**src/rtl/core_pkg.sv**
```systemverilog
package core_pkg;

    localparam int xlen = 32;
    localparam int reg_cnt = 32;

    typedef logic [xlen-1:0] word_t;
    typedef logic [4:0] reg_addr_t;

    localparam word_t reset_pc = '0;

    // rv32i major opcodes of the supported subset
    localparam logic [6:0] opc_reg = 7'b0110011;
    localparam logic [6:0] opc_imm = 7'b0010011;
    localparam logic [6:0] opc_branch = 7'b1100011;
    localparam logic [6:0] opc_jal = 7'b1101111;

    localparam logic [2:0] f3_add_sub = 3'b000;
    localparam logic [2:0] f3_xor = 3'b100;
    localparam logic [2:0] f3_or = 3'b110;
    localparam logic [2:0] f3_and = 3'b111;
    localparam logic [2:0] f3_beq = 3'b000;
    localparam logic [2:0] f3_bne = 3'b001;
    localparam logic [6:0] f7_base = 7'b0000000;
    localparam logic [6:0] f7_alt = 7'b0100000;

    typedef enum logic [3:0] {
        op_add,
        op_sub,
        op_and,
        op_or,
        op_xor,
        op_addi,
        op_beq,
        op_bne,
        op_jal,
        op_nop
    } opcode_t;

    typedef enum logic [1:0] {
        pc_sel_pc,
        pc_sel_inc4,
        pc_sel_alu
    } pc_sel_t;

    typedef struct packed {
        pc_sel_t pc_sel;
        logic    pc_we;
        logic    bubble_dec;
    } fe_ctrl_t;

    typedef struct packed {
        word_t pc;
    } imem_req_t;

    typedef struct packed {
        word_t instr;
    } imem_rsp_t;

    typedef struct packed {
        logic      valid;
        word_t     pc;
        opcode_t   op;
        reg_addr_t rd;
        reg_addr_t rs1;
        reg_addr_t rs2;
        word_t     rs1_val;
        word_t     rs2_val;
        word_t     imm;
    } dec_t;

    // valid only for instructions that write a nonzero rd
    typedef struct packed {
        logic      valid;
        word_t     pc;
        reg_addr_t rd;
        word_t     value;
    } exe_t;

    typedef struct packed {
        logic      valid;
        word_t     pc;
        reg_addr_t rd;
        word_t     value;
    } retire_t;

endpackage
```
**src/rtl/core_top.sv**
```systemverilog
`timescale 1ns/1ps

module core_top (
    input  logic                 clk,
    input  logic                 rst,
    output logic                 imem_req_valid,
    input  logic                 imem_req_ready,
    output core_pkg::imem_req_t  imem_req,
    input  logic                 imem_rsp_valid,
    output logic                 imem_rsp_ready,
    input  core_pkg::imem_rsp_t  imem_rsp,
    output core_pkg::retire_t    retire
);

    core_pkg::fe_ctrl_t fe_ctrl;
    core_pkg::word_t instr_dec;
    core_pkg::word_t pc_dec;
    logic valid_dec;
    logic flow_dec;
    core_pkg::dec_t dec;
    core_pkg::reg_addr_t rs1_addr;
    core_pkg::reg_addr_t rs2_addr;
    core_pkg::word_t rs1_val;
    core_pkg::word_t rs2_val;
    core_pkg::exe_t exe;
    core_pkg::exe_t fwd;
    core_pkg::word_t pc_exe;
    logic valid_exe;
    logic taken_exe;
    core_pkg::word_t target_exe;

    fetch_ctrl i_fetch_ctrl (
        .clk            (clk),
        .rst            (rst),
        .imem_req_valid (imem_req_valid),
        .imem_req_ready (imem_req_ready),
        .imem_rsp_valid (imem_rsp_valid),
        .imem_rsp_ready (imem_rsp_ready),
        .flow_dec       (flow_dec),
        .pc_dec         (pc_dec),
        .pc_exe         (pc_exe),
        .valid_exe      (valid_exe),
        .taken_exe      (taken_exe),
        .fe_ctrl        (fe_ctrl)
    );

    fetch_unit i_fetch_unit (
        .clk            (clk),
        .rst            (rst),
        .fe_ctrl        (fe_ctrl),
        .target_exe     (target_exe),
        .imem_req       (imem_req),
        .imem_rsp_valid (imem_rsp_valid),
        .imem_rsp_ready (imem_rsp_ready),
        .imem_rsp       (imem_rsp),
        .instr_dec      (instr_dec),
        .pc_dec         (pc_dec),
        .valid_dec      (valid_dec)
    );

    decode i_decode (
        .instr_dec (instr_dec),
        .pc_dec    (pc_dec),
        .valid_dec (valid_dec),
        .rs1_addr  (rs1_addr),
        .rs2_addr  (rs2_addr),
        .rs1_val   (rs1_val),
        .rs2_val   (rs2_val),
        .flow_dec  (flow_dec),
        .dec       (dec)
    );

    execute i_execute (
        .clk        (clk),
        .rst        (rst),
        .dec        (dec),
        .fwd        (fwd),
        .exe        (exe),
        .pc_exe     (pc_exe),
        .valid_exe  (valid_exe),
        .taken_exe  (taken_exe),
        .target_exe (target_exe)
    );

    result i_result (
        .clk      (clk),
        .rst      (rst),
        .exe      (exe),
        .rs1_addr (rs1_addr),
        .rs2_addr (rs2_addr),
        .rs1_val  (rs1_val),
        .rs2_val  (rs2_val),
        .fwd      (fwd),
        .retire   (retire)
    );

endmodule

```
**src/rtl/result.sv**
```systemverilog
`timescale 1ns/1ps

module result (
    input  logic                 clk,
    input  logic                 rst,
    input  core_pkg::exe_t       exe,
    input  core_pkg::reg_addr_t  rs1_addr,
    input  core_pkg::reg_addr_t  rs2_addr,
    output core_pkg::word_t      rs1_val,
    output core_pkg::word_t      rs2_val,
    output core_pkg::exe_t       fwd,
    output core_pkg::retire_t    retire
);

    core_pkg::exe_t wb_q;
    core_pkg::word_t rf [core_pkg::reg_cnt];

    // x0 reads zero, a pending writeback is seen in the same cycle
    function automatic core_pkg::word_t rf_read(input core_pkg::reg_addr_t addr);
        core_pkg::word_t val;
        if (addr == '0) begin
            val = '0;
        end else if (wb_q.valid && (wb_q.rd == addr)) begin
            val = wb_q.value;
        end else begin
            val = rf[addr];
        end
        return val;
    endfunction

    always_ff @(posedge clk) begin
        wb_q <= exe;
        if (rst) begin
            wb_q.valid <= 1'b0;
        end
    end

    always_ff @(posedge clk) begin
        if (wb_q.valid) begin
            rf[wb_q.rd] <= wb_q.value;
        end
    end

    always_comb begin
        rs1_val = rf_read(rs1_addr);
        rs2_val = rf_read(rs2_addr);
    end

    assign fwd = wb_q;

    assign retire.valid = wb_q.valid;
    assign retire.pc = wb_q.pc;
    assign retire.rd = wb_q.rd;
    assign retire.value = wb_q.value;

    // execute must filter x0 writes before they reach writeback
    a_retire_no_x0: assert property (
        @(posedge clk) disable iff (rst)
        retire.valid |-> (retire.rd != '0)
    );

endmodule

```
**src/rtl/execute.sv**
```systemverilog
`timescale 1ns/1ps

module execute (
    input  logic             clk,
    input  logic             rst,
    input  core_pkg::dec_t   dec,
    input  core_pkg::exe_t   fwd,
    output core_pkg::exe_t   exe,
    output core_pkg::word_t  pc_exe,
    output logic             valid_exe,
    output logic             taken_exe,
    output core_pkg::word_t  target_exe
);

    core_pkg::dec_t ex_q;
    core_pkg::word_t op_a;
    core_pkg::word_t op_b;
    core_pkg::word_t alu_out;
    logic writes_rd;
    logic cond;

    always_ff @(posedge clk) begin
        ex_q <= dec;
        if (rst) begin
            ex_q.valid <= 1'b0;
        end
    end

    // result stage holds the instruction just ahead, newer than the regfile read
    assign op_a = (fwd.valid && (fwd.rd == ex_q.rs1)) ? fwd.value : ex_q.rs1_val;
    assign op_b = (fwd.valid && (fwd.rd == ex_q.rs2)) ? fwd.value : ex_q.rs2_val;

    always_comb begin
        alu_out = '0;
        writes_rd = 1'b1;
        cond = 1'b0;
        case (ex_q.op)
            core_pkg::op_add:  alu_out = op_a + op_b;
            core_pkg::op_sub:  alu_out = op_a - op_b;
            core_pkg::op_and:  alu_out = op_a & op_b;
            core_pkg::op_or:   alu_out = op_a | op_b;
            core_pkg::op_xor:  alu_out = op_a ^ op_b;
            core_pkg::op_addi: alu_out = op_a + ex_q.imm;
            core_pkg::op_beq: begin
                writes_rd = 1'b0;
                cond = (op_a == op_b);
            end
            core_pkg::op_bne: begin
                writes_rd = 1'b0;
                cond = (op_a != op_b);
            end
            core_pkg::op_jal: begin
                // link address
                alu_out = ex_q.pc + 32'd4;
                cond = 1'b1;
            end
            default: writes_rd = 1'b0;
        endcase
    end

    assign exe.valid = ex_q.valid && writes_rd && (ex_q.rd != '0);
    assign exe.pc = ex_q.pc;
    assign exe.rd = ex_q.rd;
    assign exe.value = alu_out;

    assign pc_exe = ex_q.pc;
    assign valid_exe = ex_q.valid;
    assign taken_exe = ex_q.valid && cond;
    // branch and jal targets are both pc relative
    assign target_exe = ex_q.pc + ex_q.imm;

endmodule

```
**src/rtl/decode.sv**
```systemverilog
`timescale 1ns/1ps

module decode (
    input  core_pkg::word_t      instr_dec,
    input  core_pkg::word_t      pc_dec,
    input  logic                 valid_dec,
    output core_pkg::reg_addr_t  rs1_addr,
    output core_pkg::reg_addr_t  rs2_addr,
    input  core_pkg::word_t      rs1_val,
    input  core_pkg::word_t      rs2_val,
    output logic                 flow_dec,
    output core_pkg::dec_t       dec
);

    logic [6:0] opcode;
    logic [2:0] funct3;
    logic [6:0] funct7;
    core_pkg::opcode_t op;
    core_pkg::word_t imm;

    assign opcode = instr_dec[6:0];
    assign funct3 = instr_dec[14:12];
    assign funct7 = instr_dec[31:25];
    assign rs1_addr = instr_dec[19:15];
    assign rs2_addr = instr_dec[24:20];

    always_comb begin
        op = core_pkg::op_nop;
        imm = '0;
        case (opcode)
            core_pkg::opc_reg: begin
                case (funct3)
                    core_pkg::f3_add_sub: begin
                        if (funct7 == core_pkg::f7_base) begin
                            op = core_pkg::op_add;
                        end else if (funct7 == core_pkg::f7_alt) begin
                            op = core_pkg::op_sub;
                        end
                    end
                    core_pkg::f3_xor: begin
                        if (funct7 == core_pkg::f7_base) begin
                            op = core_pkg::op_xor;
                        end
                    end
                    core_pkg::f3_or: begin
                        if (funct7 == core_pkg::f7_base) begin
                            op = core_pkg::op_or;
                        end
                    end
                    core_pkg::f3_and: begin
                        if (funct7 == core_pkg::f7_base) begin
                            op = core_pkg::op_and;
                        end
                    end
                    default: op = core_pkg::op_nop;
                endcase
            end
            core_pkg::opc_imm: begin
                imm = {{20{instr_dec[31]}}, instr_dec[31:20]};
                if (funct3 == core_pkg::f3_add_sub) begin
                    op = core_pkg::op_addi;
                end
            end
            core_pkg::opc_branch: begin
                imm = {{20{instr_dec[31]}}, instr_dec[7], instr_dec[30:25],
                       instr_dec[11:8], 1'b0};
                if (funct3 == core_pkg::f3_beq) begin
                    op = core_pkg::op_beq;
                end else if (funct3 == core_pkg::f3_bne) begin
                    op = core_pkg::op_bne;
                end
            end
            core_pkg::opc_jal: begin
                imm = {{12{instr_dec[31]}}, instr_dec[19:12], instr_dec[20],
                       instr_dec[30:21], 1'b0};
                op = core_pkg::op_jal;
            end
            default: op = core_pkg::op_nop;
        endcase
    end

    // front-end has to wait for these to resolve in execute
    assign flow_dec = valid_dec && ((op == core_pkg::op_beq) || (op == core_pkg::op_bne) ||
                                    (op == core_pkg::op_jal));

    assign dec.valid = valid_dec;
    assign dec.pc = pc_dec;
    assign dec.op = op;
    assign dec.rd = instr_dec[11:7];
    assign dec.rs1 = rs1_addr;
    assign dec.rs2 = rs2_addr;
    assign dec.rs1_val = rs1_val;
    assign dec.rs2_val = rs2_val;
    assign dec.imm = imm;

endmodule

```
**src/rtl/fetch_unit.sv**
```systemverilog
`timescale 1ns/1ps

module fetch_unit (
    input  logic                 clk,
    input  logic                 rst,
    input  core_pkg::fe_ctrl_t   fe_ctrl,
    input  core_pkg::word_t      target_exe,
    output core_pkg::imem_req_t  imem_req,
    input  logic                 imem_rsp_valid,
    input  logic                 imem_rsp_ready,
    input  core_pkg::imem_rsp_t  imem_rsp,
    output core_pkg::word_t      instr_dec,
    output core_pkg::word_t      pc_dec,
    output logic                 valid_dec
);

    core_pkg::word_t pc_q;
    core_pkg::word_t pc_nx;
    logic rsp_hs;

    assign rsp_hs = imem_rsp_valid && imem_rsp_ready;

    always_comb begin
        case (fe_ctrl.pc_sel)
            core_pkg::pc_sel_pc:   pc_nx = pc_q;
            core_pkg::pc_sel_inc4: pc_nx = pc_q + 32'd4;
            core_pkg::pc_sel_alu:  pc_nx = target_exe;
            default:               pc_nx = pc_q;
        endcase
    end

    always_ff @(posedge clk) begin
        if (rst) begin
            pc_q <= core_pkg::reset_pc;
        end else if (fe_ctrl.pc_we) begin
            pc_q <= pc_nx;
        end
    end

    // pc stays put between request and response, so it tags the response
    assign imem_req.pc = pc_q;

    always_ff @(posedge clk) begin
        if (rst || fe_ctrl.bubble_dec) begin
            valid_dec <= 1'b0;
        end else if (rsp_hs) begin
            valid_dec <= 1'b1;
        end
    end

    always_ff @(posedge clk) begin
        if (rsp_hs) begin
            instr_dec <= imem_rsp.instr;
            pc_dec <= pc_q;
        end
    end

endmodule

```
**src/rtl/fetch_ctrl.sv**
```systemverilog
`timescale 1ns/1ps

module fetch_ctrl (
    input  logic                clk,
    input  logic                rst,
    output logic                imem_req_valid,
    input  logic                imem_req_ready,
    input  logic                imem_rsp_valid,
    output logic                imem_rsp_ready,
    input  logic                flow_dec,
    input  core_pkg::word_t     pc_dec,
    input  core_pkg::word_t     pc_exe,
    input  logic                valid_exe,
    input  logic                taken_exe,
    output core_pkg::fe_ctrl_t  fe_ctrl
);

    typedef enum logic [1:0] {
        fc_rst,
        fc_steady,
        fc_stall_flow,
        fc_stall_ic
    } fc_state_t;

    fc_state_t state;
    fc_state_t state_nx;

    // pc of the branch or jump the front-end is waiting on
    core_pkg::word_t flow_pc;
    logic flow_save;
    logic flow_res;

    // decode was loaded by the last response and still holds it
    logic dec_full;

    assign flow_res = valid_exe && (pc_exe == flow_pc);

    always_ff @(posedge clk) begin
        if (rst) begin
            state <= fc_rst;
        end else begin
            state <= state_nx;
        end
    end

    always_ff @(posedge clk) begin
        if (rst) begin
            flow_pc <= core_pkg::reset_pc;
        end else if (flow_save) begin
            flow_pc <= pc_dec;
        end
    end

    always_ff @(posedge clk) begin
        if (rst) begin
            dec_full <= 1'b0;
        end else begin
            dec_full <= (state == fc_stall_ic) && imem_rsp_valid;
        end
    end

    always_comb begin
        state_nx = state;
        flow_save = 1'b0;
        fe_ctrl.pc_sel = core_pkg::pc_sel_pc;
        fe_ctrl.pc_we = 1'b0;
        // decode empties unless a response lands this cycle
        fe_ctrl.bubble_dec = 1'b1;
        imem_req_valid = 1'b0;
        imem_rsp_ready = 1'b0;

        case (state)
            fc_rst: begin
                // first request goes out with the reset pc
                imem_req_valid = 1'b1;
                imem_rsp_ready = 1'b1;
                if (imem_req_ready) begin
                    state_nx = fc_stall_ic;
                end
            end

            fc_stall_ic: begin
                imem_rsp_ready = 1'b1;
                if (imem_rsp_valid) begin
                    fe_ctrl.bubble_dec = 1'b0;
                    state_nx = fc_steady;
                end
            end

            fc_steady: begin
                if (flow_dec) begin
                    // hold fetch until execute resolves the flow change
                    flow_save = 1'b1;
                    state_nx = fc_stall_flow;
                end else if (dec_full) begin
                    fe_ctrl.pc_sel = core_pkg::pc_sel_inc4;
                    fe_ctrl.pc_we = 1'b1;
                end else begin
                    imem_req_valid = 1'b1;
                    if (imem_req_ready) begin
                        state_nx = fc_stall_ic;
                    end
                end
            end

            fc_stall_flow: begin
                if (flow_res) begin
                    fe_ctrl.pc_sel = taken_exe ? core_pkg::pc_sel_alu : core_pkg::pc_sel_inc4;
                    fe_ctrl.pc_we = 1'b1;
                    state_nx = fc_steady;
                end
            end

            default: begin
                state_nx = fc_rst;
            end
        endcase
    end

    // a pending request is held until memory accepts it
    a_req_held: assert property (
        @(posedge clk) disable iff (rst)
        imem_req_valid && !imem_req_ready |=> imem_req_valid
    );

endmodule

```
**config.mk**
```make
export PLATFORM = sky130hd
export DESIGN_NAME = core_top
export DESIGN_NICKNAME = d
export VERILOG_FILES = /design/src/rtl/core_pkg.sv /design/src/rtl/core_top.sv /design/src/rtl/result.sv /design/src/rtl/execute.sv /design/src/rtl/decode.sv /design/src/rtl/fetch_unit.sv /design/src/rtl/fetch_ctrl.sv
export SDC_FILE = /design/constraint.sdc
export NUM_CORES = 2
export LEC_CHECK = 0
export BUFFER_PORTS_ARGS = -buffer_cell sky130_fd_sc_hd__buf_2
export CAP_MARGIN = 10
export CORE_AREA = 4 4 526 372
export DETAILED_ROUTE_END_ITERATION = 10
export DIE_AREA = 0 0 530 376
export PLACE_DENSITY_LB_ADDON = 0.05
export SKIP_CTS_REPAIR_TIMING = 1
export SLEW_MARGIN = 30
export SYNTH_ARGS = -nofsm -noshare
export SYNTH_HDL_FRONTEND = slang
export SYNTH_SLANG_ARGS = --single-unit
export TNS_END_PERCENT = 1
```
**constraint.sdc**
```tcl
create_clock -name clk -period 5.9 [get_ports clk]
set_input_delay 1.18 -clock clk [delete_from_list [all_inputs] [get_ports clk]]
set_output_delay 1.18 -clock clk [all_outputs]
set_load 0.05 [all_outputs]
```
* Yosys cells after proc, flatten, opt, wreduce, memory -nomap -nowiden
Memory sizes are Yosys's and may differ from the RTL's. A register that Yosys moved wholly into a read port is not among the register bits.
Index checks and enable logic that the tools add are counted.
** Cells by class
- Add/subtract/negate cells :: 6
- Equality and inequality tests :: 33
- Mux-type cells :: 38
- Bitwise logic cells :: 3
- Reductions and logical operators :: 24
** Operator list (count)
- $pmux W32 S7 :: 1
- $add A32 B32 Y32 :: 3
- $pmux W32 S3 :: 1
- $add A32 B3 Y32 const B :: 2
- $eq A32 B32 Y1 :: 2
- $mux W32 :: 2
- $pmux W32 S2 :: 1
- $and A32 B32 Y32 :: 1
- $mux W4 :: 8
- $ne A32 B32 Y1 :: 1
- $or A32 B32 Y32 :: 1
- $pmux W4 S4 :: 2
- $sub A32 B32 Y32 :: 1
- $xor A32 B32 Y32 :: 1
- $eq A4 B3 Y1 const B :: 6
- $eq A7 B6 Y1 const B :: 2
- $eq A7 B7 Y1 const B :: 2
- $mux W2 :: 7
- $eq A5 B5 Y1 :: 2
- $logic_not A5 Y1 :: 2
- $mux W1 :: 10
- $eq A3 B3 Y1 const B :: 3
- $logic_and A1 B1 Y1 :: 9
- $eq A4 B2 Y1 const B :: 2
- 25 further kinds :: 32
** Storage, ports and cells
- Flip-flop bits (word level) :: 286
- Memory bits (writable) :: 1024
- Input bits :: 36
- Memories :: 1
** Memory list
- i_result.rf :: words 32, width 32, read ports 2, clocked after Yosys merged registers in 2, write ports 1, RTL line result.sv:16 : core_pkg::word_t rf [core_pkg::reg_cnt];

* Logic depth before layout (Yosys ltp)
- Depth after elaboration :: 14
- Depth in mapped cells :: 25
- Gate-level depth less buffers :: 20

* Modules after synthesis
A second synthesis with hierarchy kept.
** Unflattened totals
- Cells, all modules :: 5092
- Area total of the unflattened synthesis :: 69809.5 µm²
** By module, submodules not included
- result :: times used 1, cells an instance 2799, area an instance 50299.5 µm², seq. area each 32150.8 µm²
- execute :: times used 1, cells an instance 1516, area an instance 12241.7 µm², seq. area each 2962.8 µm²
- fetch_unit :: times used 1, cells an instance 349, area an instance 4055.1 µm², seq. area each 2582.5 µm²
- fetch_ctrl :: times used 1, cells an instance 229, area an instance 1754.2 µm², seq. area each 700.7 µm²
- decode :: times used 1, cells an instance 199, area an instance 1458.9 µm², seq. area each 0.0 µm²

* Least setup slack after synthesis
OpenSTA, ideal clock, no wires.
- Kind :: reg-to-reg
- Start point :: reg i_result.wb_q (netlist bit i_result.fwd[33])
- End point :: reg i_fetch_unit.pc_q[31], in the netlist i_fetch_unit.imem_req[31]
- Library setup time :: 0.132 ns
- Arrival time :: 5.469 ns
- Required time :: 5.768 ns
- Slack :: 0.300 ns
- Cell stages (with the launch flop) :: 25
- Period minus slack after synthesis :: 5.600 ns
- Cells stage by stage :: dfxtp_1 buf_6 xor2_2 nor4_4 and3_1 clkbuf_1 buf_1 mux2i_1 inv_1 ha_1 clkbuf_1 nor4_1 nand4_1 nor3_1 xnor2_1 nor3_1 o21ai_0 o21ai_0 ha_1 nor2b_1 clkbuf_1 clkbuf_1 o21ai_0 a221oi_1 nor3_1
** On the way
- Word-level cells in the longest chain between the ends :: 12
** Ends and longest elaborated chain
- from (decl) :: RTL line result.sv:15 : core_pkg::exe_t wb_q;
- $eq A5 B5 Y1 (on tied branches) :: RTL line execute.sv:30, execute.sv:31
- $logic_and A1 B1 Y1 (on tied branches) :: RTL line execute.sv:30, execute.sv:31
- $mux W32 (on tied branches) :: RTL line execute.sv:30, execute.sv:31
- $ne A32 B32 Y1 / $eq A32 B32 Y1 (equally long branches) :: RTL line execute.sv:50, execute.sv:46
- $pmux W1 S3 * :: RTL line execute.sv:37 : case (ex_q.op)
- $logic_and A1 B1 Y1 * :: RTL line execute.sv:68 : assign taken_exe = ex_q.valid && cond;
- $mux W2 * :: RTL line fetch_ctrl.sv:108 : fe_ctrl.pc_sel = taken_exe ? core_pkg::pc_sel_alu : core_pkg::pc_sel_inc4;
- $mux W3 * :: RTL line fetch_ctrl.sv:107 : if (flow_res) begin
- $pmux W3 S2 * :: RTL line fetch_ctrl.sv:72 : case (state)
- $eq A2 B1 Y1 / $eq A2 B2 Y1 (equally long branches) :: RTL line fetch_unit.sv:24 : case (fe_ctrl.pc_sel)
- $reduce_bool A2 Y1 (no source line)
- $reduce_and A2 Y1 (no source line)
- to (signal assigned) :: RTL line fetch_unit.sv:34 : pc_q <= core_pkg::reset_pc;
- to (signal assigned) :: RTL line fetch_unit.sv:36 : pc_q <= pc_nx;
- to (decl) :: RTL line fetch_unit.sv:17 : core_pkg::word_t pc_q;
Mark *: on every way between the ends. The rest lies on a longest branch, timed or not.
A chain may end at the register's enable or synchronous reset.

* Worst setup path after layout
- Start point :: reg i_result.wb_q (netlist bit i_result.fwd[36])
- End point :: reg i_fetch_unit.pc_q[19], in the netlist i_fetch_unit.imem_req[19]
The elaborated chain is that of the path after synthesis.

==> impl_metrics.ini <==
[final_layout]
drive_above_1_share_pct = 27.0
nFillCells = 17500
layout_common_cells = edfxtp_1 (1088), mux4_2 (542), dfxtp_1 (275)
area_growth_pct = 15.1
mostFrequentLayoutCell = edfxtp_1
fin_util_pct = 40.2
fin_cells = 7220
layout.nets = 4788

[cts]
cts.clk_slew.worst_paths_ps = 60
numCtsBuffers = 147
cts_tree = built
cts_htree_levels = 4
cts-root-buf = clkbuf_16
cts_sinks = 1363
cts_buffer_depth = 3
clkLatencyLatePin_ps = 790

[power]
leakagePower_nw = 26.6
power.density_mw_per_mm2 = 425
ir_worst_vdd_v = 0.000357

[detailed_routing]
route.antenna.remaining_nets = 0
first_pass_iters = 5
routed_via_density = 5.92
drcViolationCount = 0
num_vias = 42714
wl_per_cell_um = 35.0
drt_iter0_markers = 4801
wl_mm = 252

[sta]
setup_viol = 0
drv_slew = 0
hold_viol = 0
worst_pin_slew_ps = 1060
fin_crit_sh_pct = 93.2
rsz0062_at_grt = false
timing.setup.tns_ps = 0
skew_ps = 32.3
min_period_ps = 5500
max-slew-margin-rel_pct = 29.5
fmax_ghz = 0.182

[synth]
synth_top_area_share_pct = 49.2
async_flop_share_pct = 0
synth_xor_area_share_pct = 2.03
synth_cells = 4365
synth_compound_area_share_pct = 7.55
synth_area_per_cell_um2 = 15.2
synth_top_family_by_area = multiplexers
synth_mux_area_share_pct = 22.1
synth_flop_cell = edfxtp_1
synth_edf_count = 1088
yosys.area.top_type = edfxtp_1
synth_fp_nets = 4567
yosys_warnings = 0
ys_seq_area_share_pct = 57.5
yosys-top-cells-area = edfxtp_1 (49%), mux4_2 (18%), dfxtp_1 (8.3%)
netlist_area_mm2 = 0.0664
yosys.area_share.adder_pct = 3.18
synth_cell_types = 93
synth_seq_cells = 1363
synthSimpleGateAreaFrac_pct = 5.25

[critical_path]
path_class = reg -> reg
r2r_setup_slack_ps = 400
required_ps = 6510
arrival_ps = 6110
critPathCaptureType = flip-flop
worstPathMaxFanout = 13
crit_path_start_kind = flip-flop

[floorplan]
die_area_mm2 = 0.199
start_util_pct = 34.9
rows = 134
io_pins = 140
die_w_um = 530
coreArea_mm2 = 0.190
die_height_um = 376

[global_route]
grt_pass1_wl_mm = 348
antenna_found_initial = 11
grt_max_degree = 91
grt_pass1_vias = 41878
grt_usage_pct = 24.9
grt_overflow_total = 0

[worst_hold_path]
hold_path_class = reg -> reg

[placement]
post-dp-hpwl_mm = 158
gp_congestion = 0.890
portBuffers = 139
dp.cells = 6950

[flow_run]
cap_violations = 0

[run_status]
outcome = complete, no violations
==> stage by stage <==
step	power [W]	setup WS [ps]	area (um2)	hold WS [ps]
4_1_cts	0.0326	266	76400	352
5_1_grt	0.0339	34.2	76400	351
3_3_place_gp	0.0233	327	71400	344
2_1_floorplan	0.0191	300	66400	323
3_5_place_dp	0.0231	328	71600	344
6_report	0.0325	400	76400	351
==> logic make-up (layout without fill, tap and decap cells) <==
group	count (synthesis)	in the layout
muxes	783	783
AOI/OAI and AO/OA	751	751
adders and majority gates	167	167
buffers and inverters	411	749
xor gates and xnor gates	153	153
and+or+nand+nor	737	737
other	0	1
DFF	1363	1363
==> power by group <==
part | leakage, nW | internal [W] | total, W | switching, W
Combinational | 11.8 | 0.00444 | 0.0113 | 0.00691
Sequential | 12.4 | 0.0110 | 0.0118 | 0.000787
Clock | 2.37 | 0.00538 | 0.00937 | 0.00399
Total | 26.6 | 0.0208 | 0.0325 | 0.0117
==> cell type report <==
type	instances	area, um2	share of cell area [%]
well taps	2516	3150	4.12
clock buffers	210	4250	5.56
inverters	119	447	0.584
diodes	1	2.50	0.00327
repair buffers	364	2860	3.74
multi-input cells	2591	27000	35.3
flip-flops and latches	1363	38200	49.9
clock inverters	56	554	0.725
==> flip-flops by register name, indices dropped and copies added (netlist names) <==
name	flops
i_result.rf	1024
i_fetch_unit.pc_dec	32
i_execute.exe	5
i_execute.pc_exe	32
i_fetch_unit.imem_req	32
i_fetch_unit.instr_dec	32
i_result.fwd	70
i_fetch_ctrl.dec_full	1
i_execute.valid_exe	1
i_fetch_unit.valid_dec	1
i_execute.ex_q	99
i_fetch_ctrl.flow_pc	32
i_fetch_ctrl.state	2
==> cells in the mapped netlist, types with 15 or more instances <==
library cell,number
mux4_2,542
a22oi_1,23
nand4_1,27
ha_1,163
buf_1,54
xor2_1,64
nand3_1,63
o22ai_1,38
xnor2_1,88
nand2_1,160
o21bai_1,23
o211ai_1,26
nor3_1,38
o21ai_0,97
mux2_2,64
nor4_1,18
a21o_1,44
inv_1,118
and3_1,31
dfxtp_1,275
nor2_1,274
a221oi_1,54
a21oi_1,238
edfxtp_1,1088
mux2i_1,177
nor2b_1,27
nand2b_1,30
clkbuf_1,208
buf_2,26
o221ai_1,37
a211oi_1,82
or3_1,15
==> worst max-delay path, cell delays in order, from the launching register on <==
cell and delay, ps:
dfxtp_1 340, xor2_1 160, nor3_2 280, and3_2 540
buf_4 360, mux2_2 430, ha_1 390, nor4_1 280
buf_4 190, nand4_1 80, nor3_1 160, buf_4 180
xnor2_1 120, nor3_1 60, o21ai_0 220, buf_4 200
o21ai_0 100, ha_1 320, nor2b_4 270, buf_4 180
o21ai_0 70, a221oi_1 300, nor3_1 80
==> metal layers <==
metal | routed length (um) | vias to the layer above | GRT usage, % | share of wire, %
li1 | - | 17964 | - | -
met1 | 123000 | 22838 | 39.5 | 49
met2 | 108000 | 1666 | 36.0 | 43
met3 | 17200 | 246 | 4.08 | 6.8
met4 | 4370 | 0 | 4.68 | 1.7
met5 | 0 | - | 0 | 0
==> final timing paths <==
check,from,end,depth (start not counted)
worst max-delay path,i_result.fwd[36]$_DFF_P_,i_fetch_unit.imem_req[19]$_SDFFE_PP0P_,22
worst min-delay path,i_execute.exe[36]$_DFF_P_,i_result.fwd[36]$_DFF_P_,0
worst max register to register,i_result.fwd[36]$_DFF_P_,i_fetch_unit.imem_req[19]$_SDFFE_PP0P_,22
worst min register to register,i_execute.exe[36]$_DFF_P_,i_result.fwd[36]$_DFF_P_,0
No activity file was read; power rests on OpenSTA's default activity.
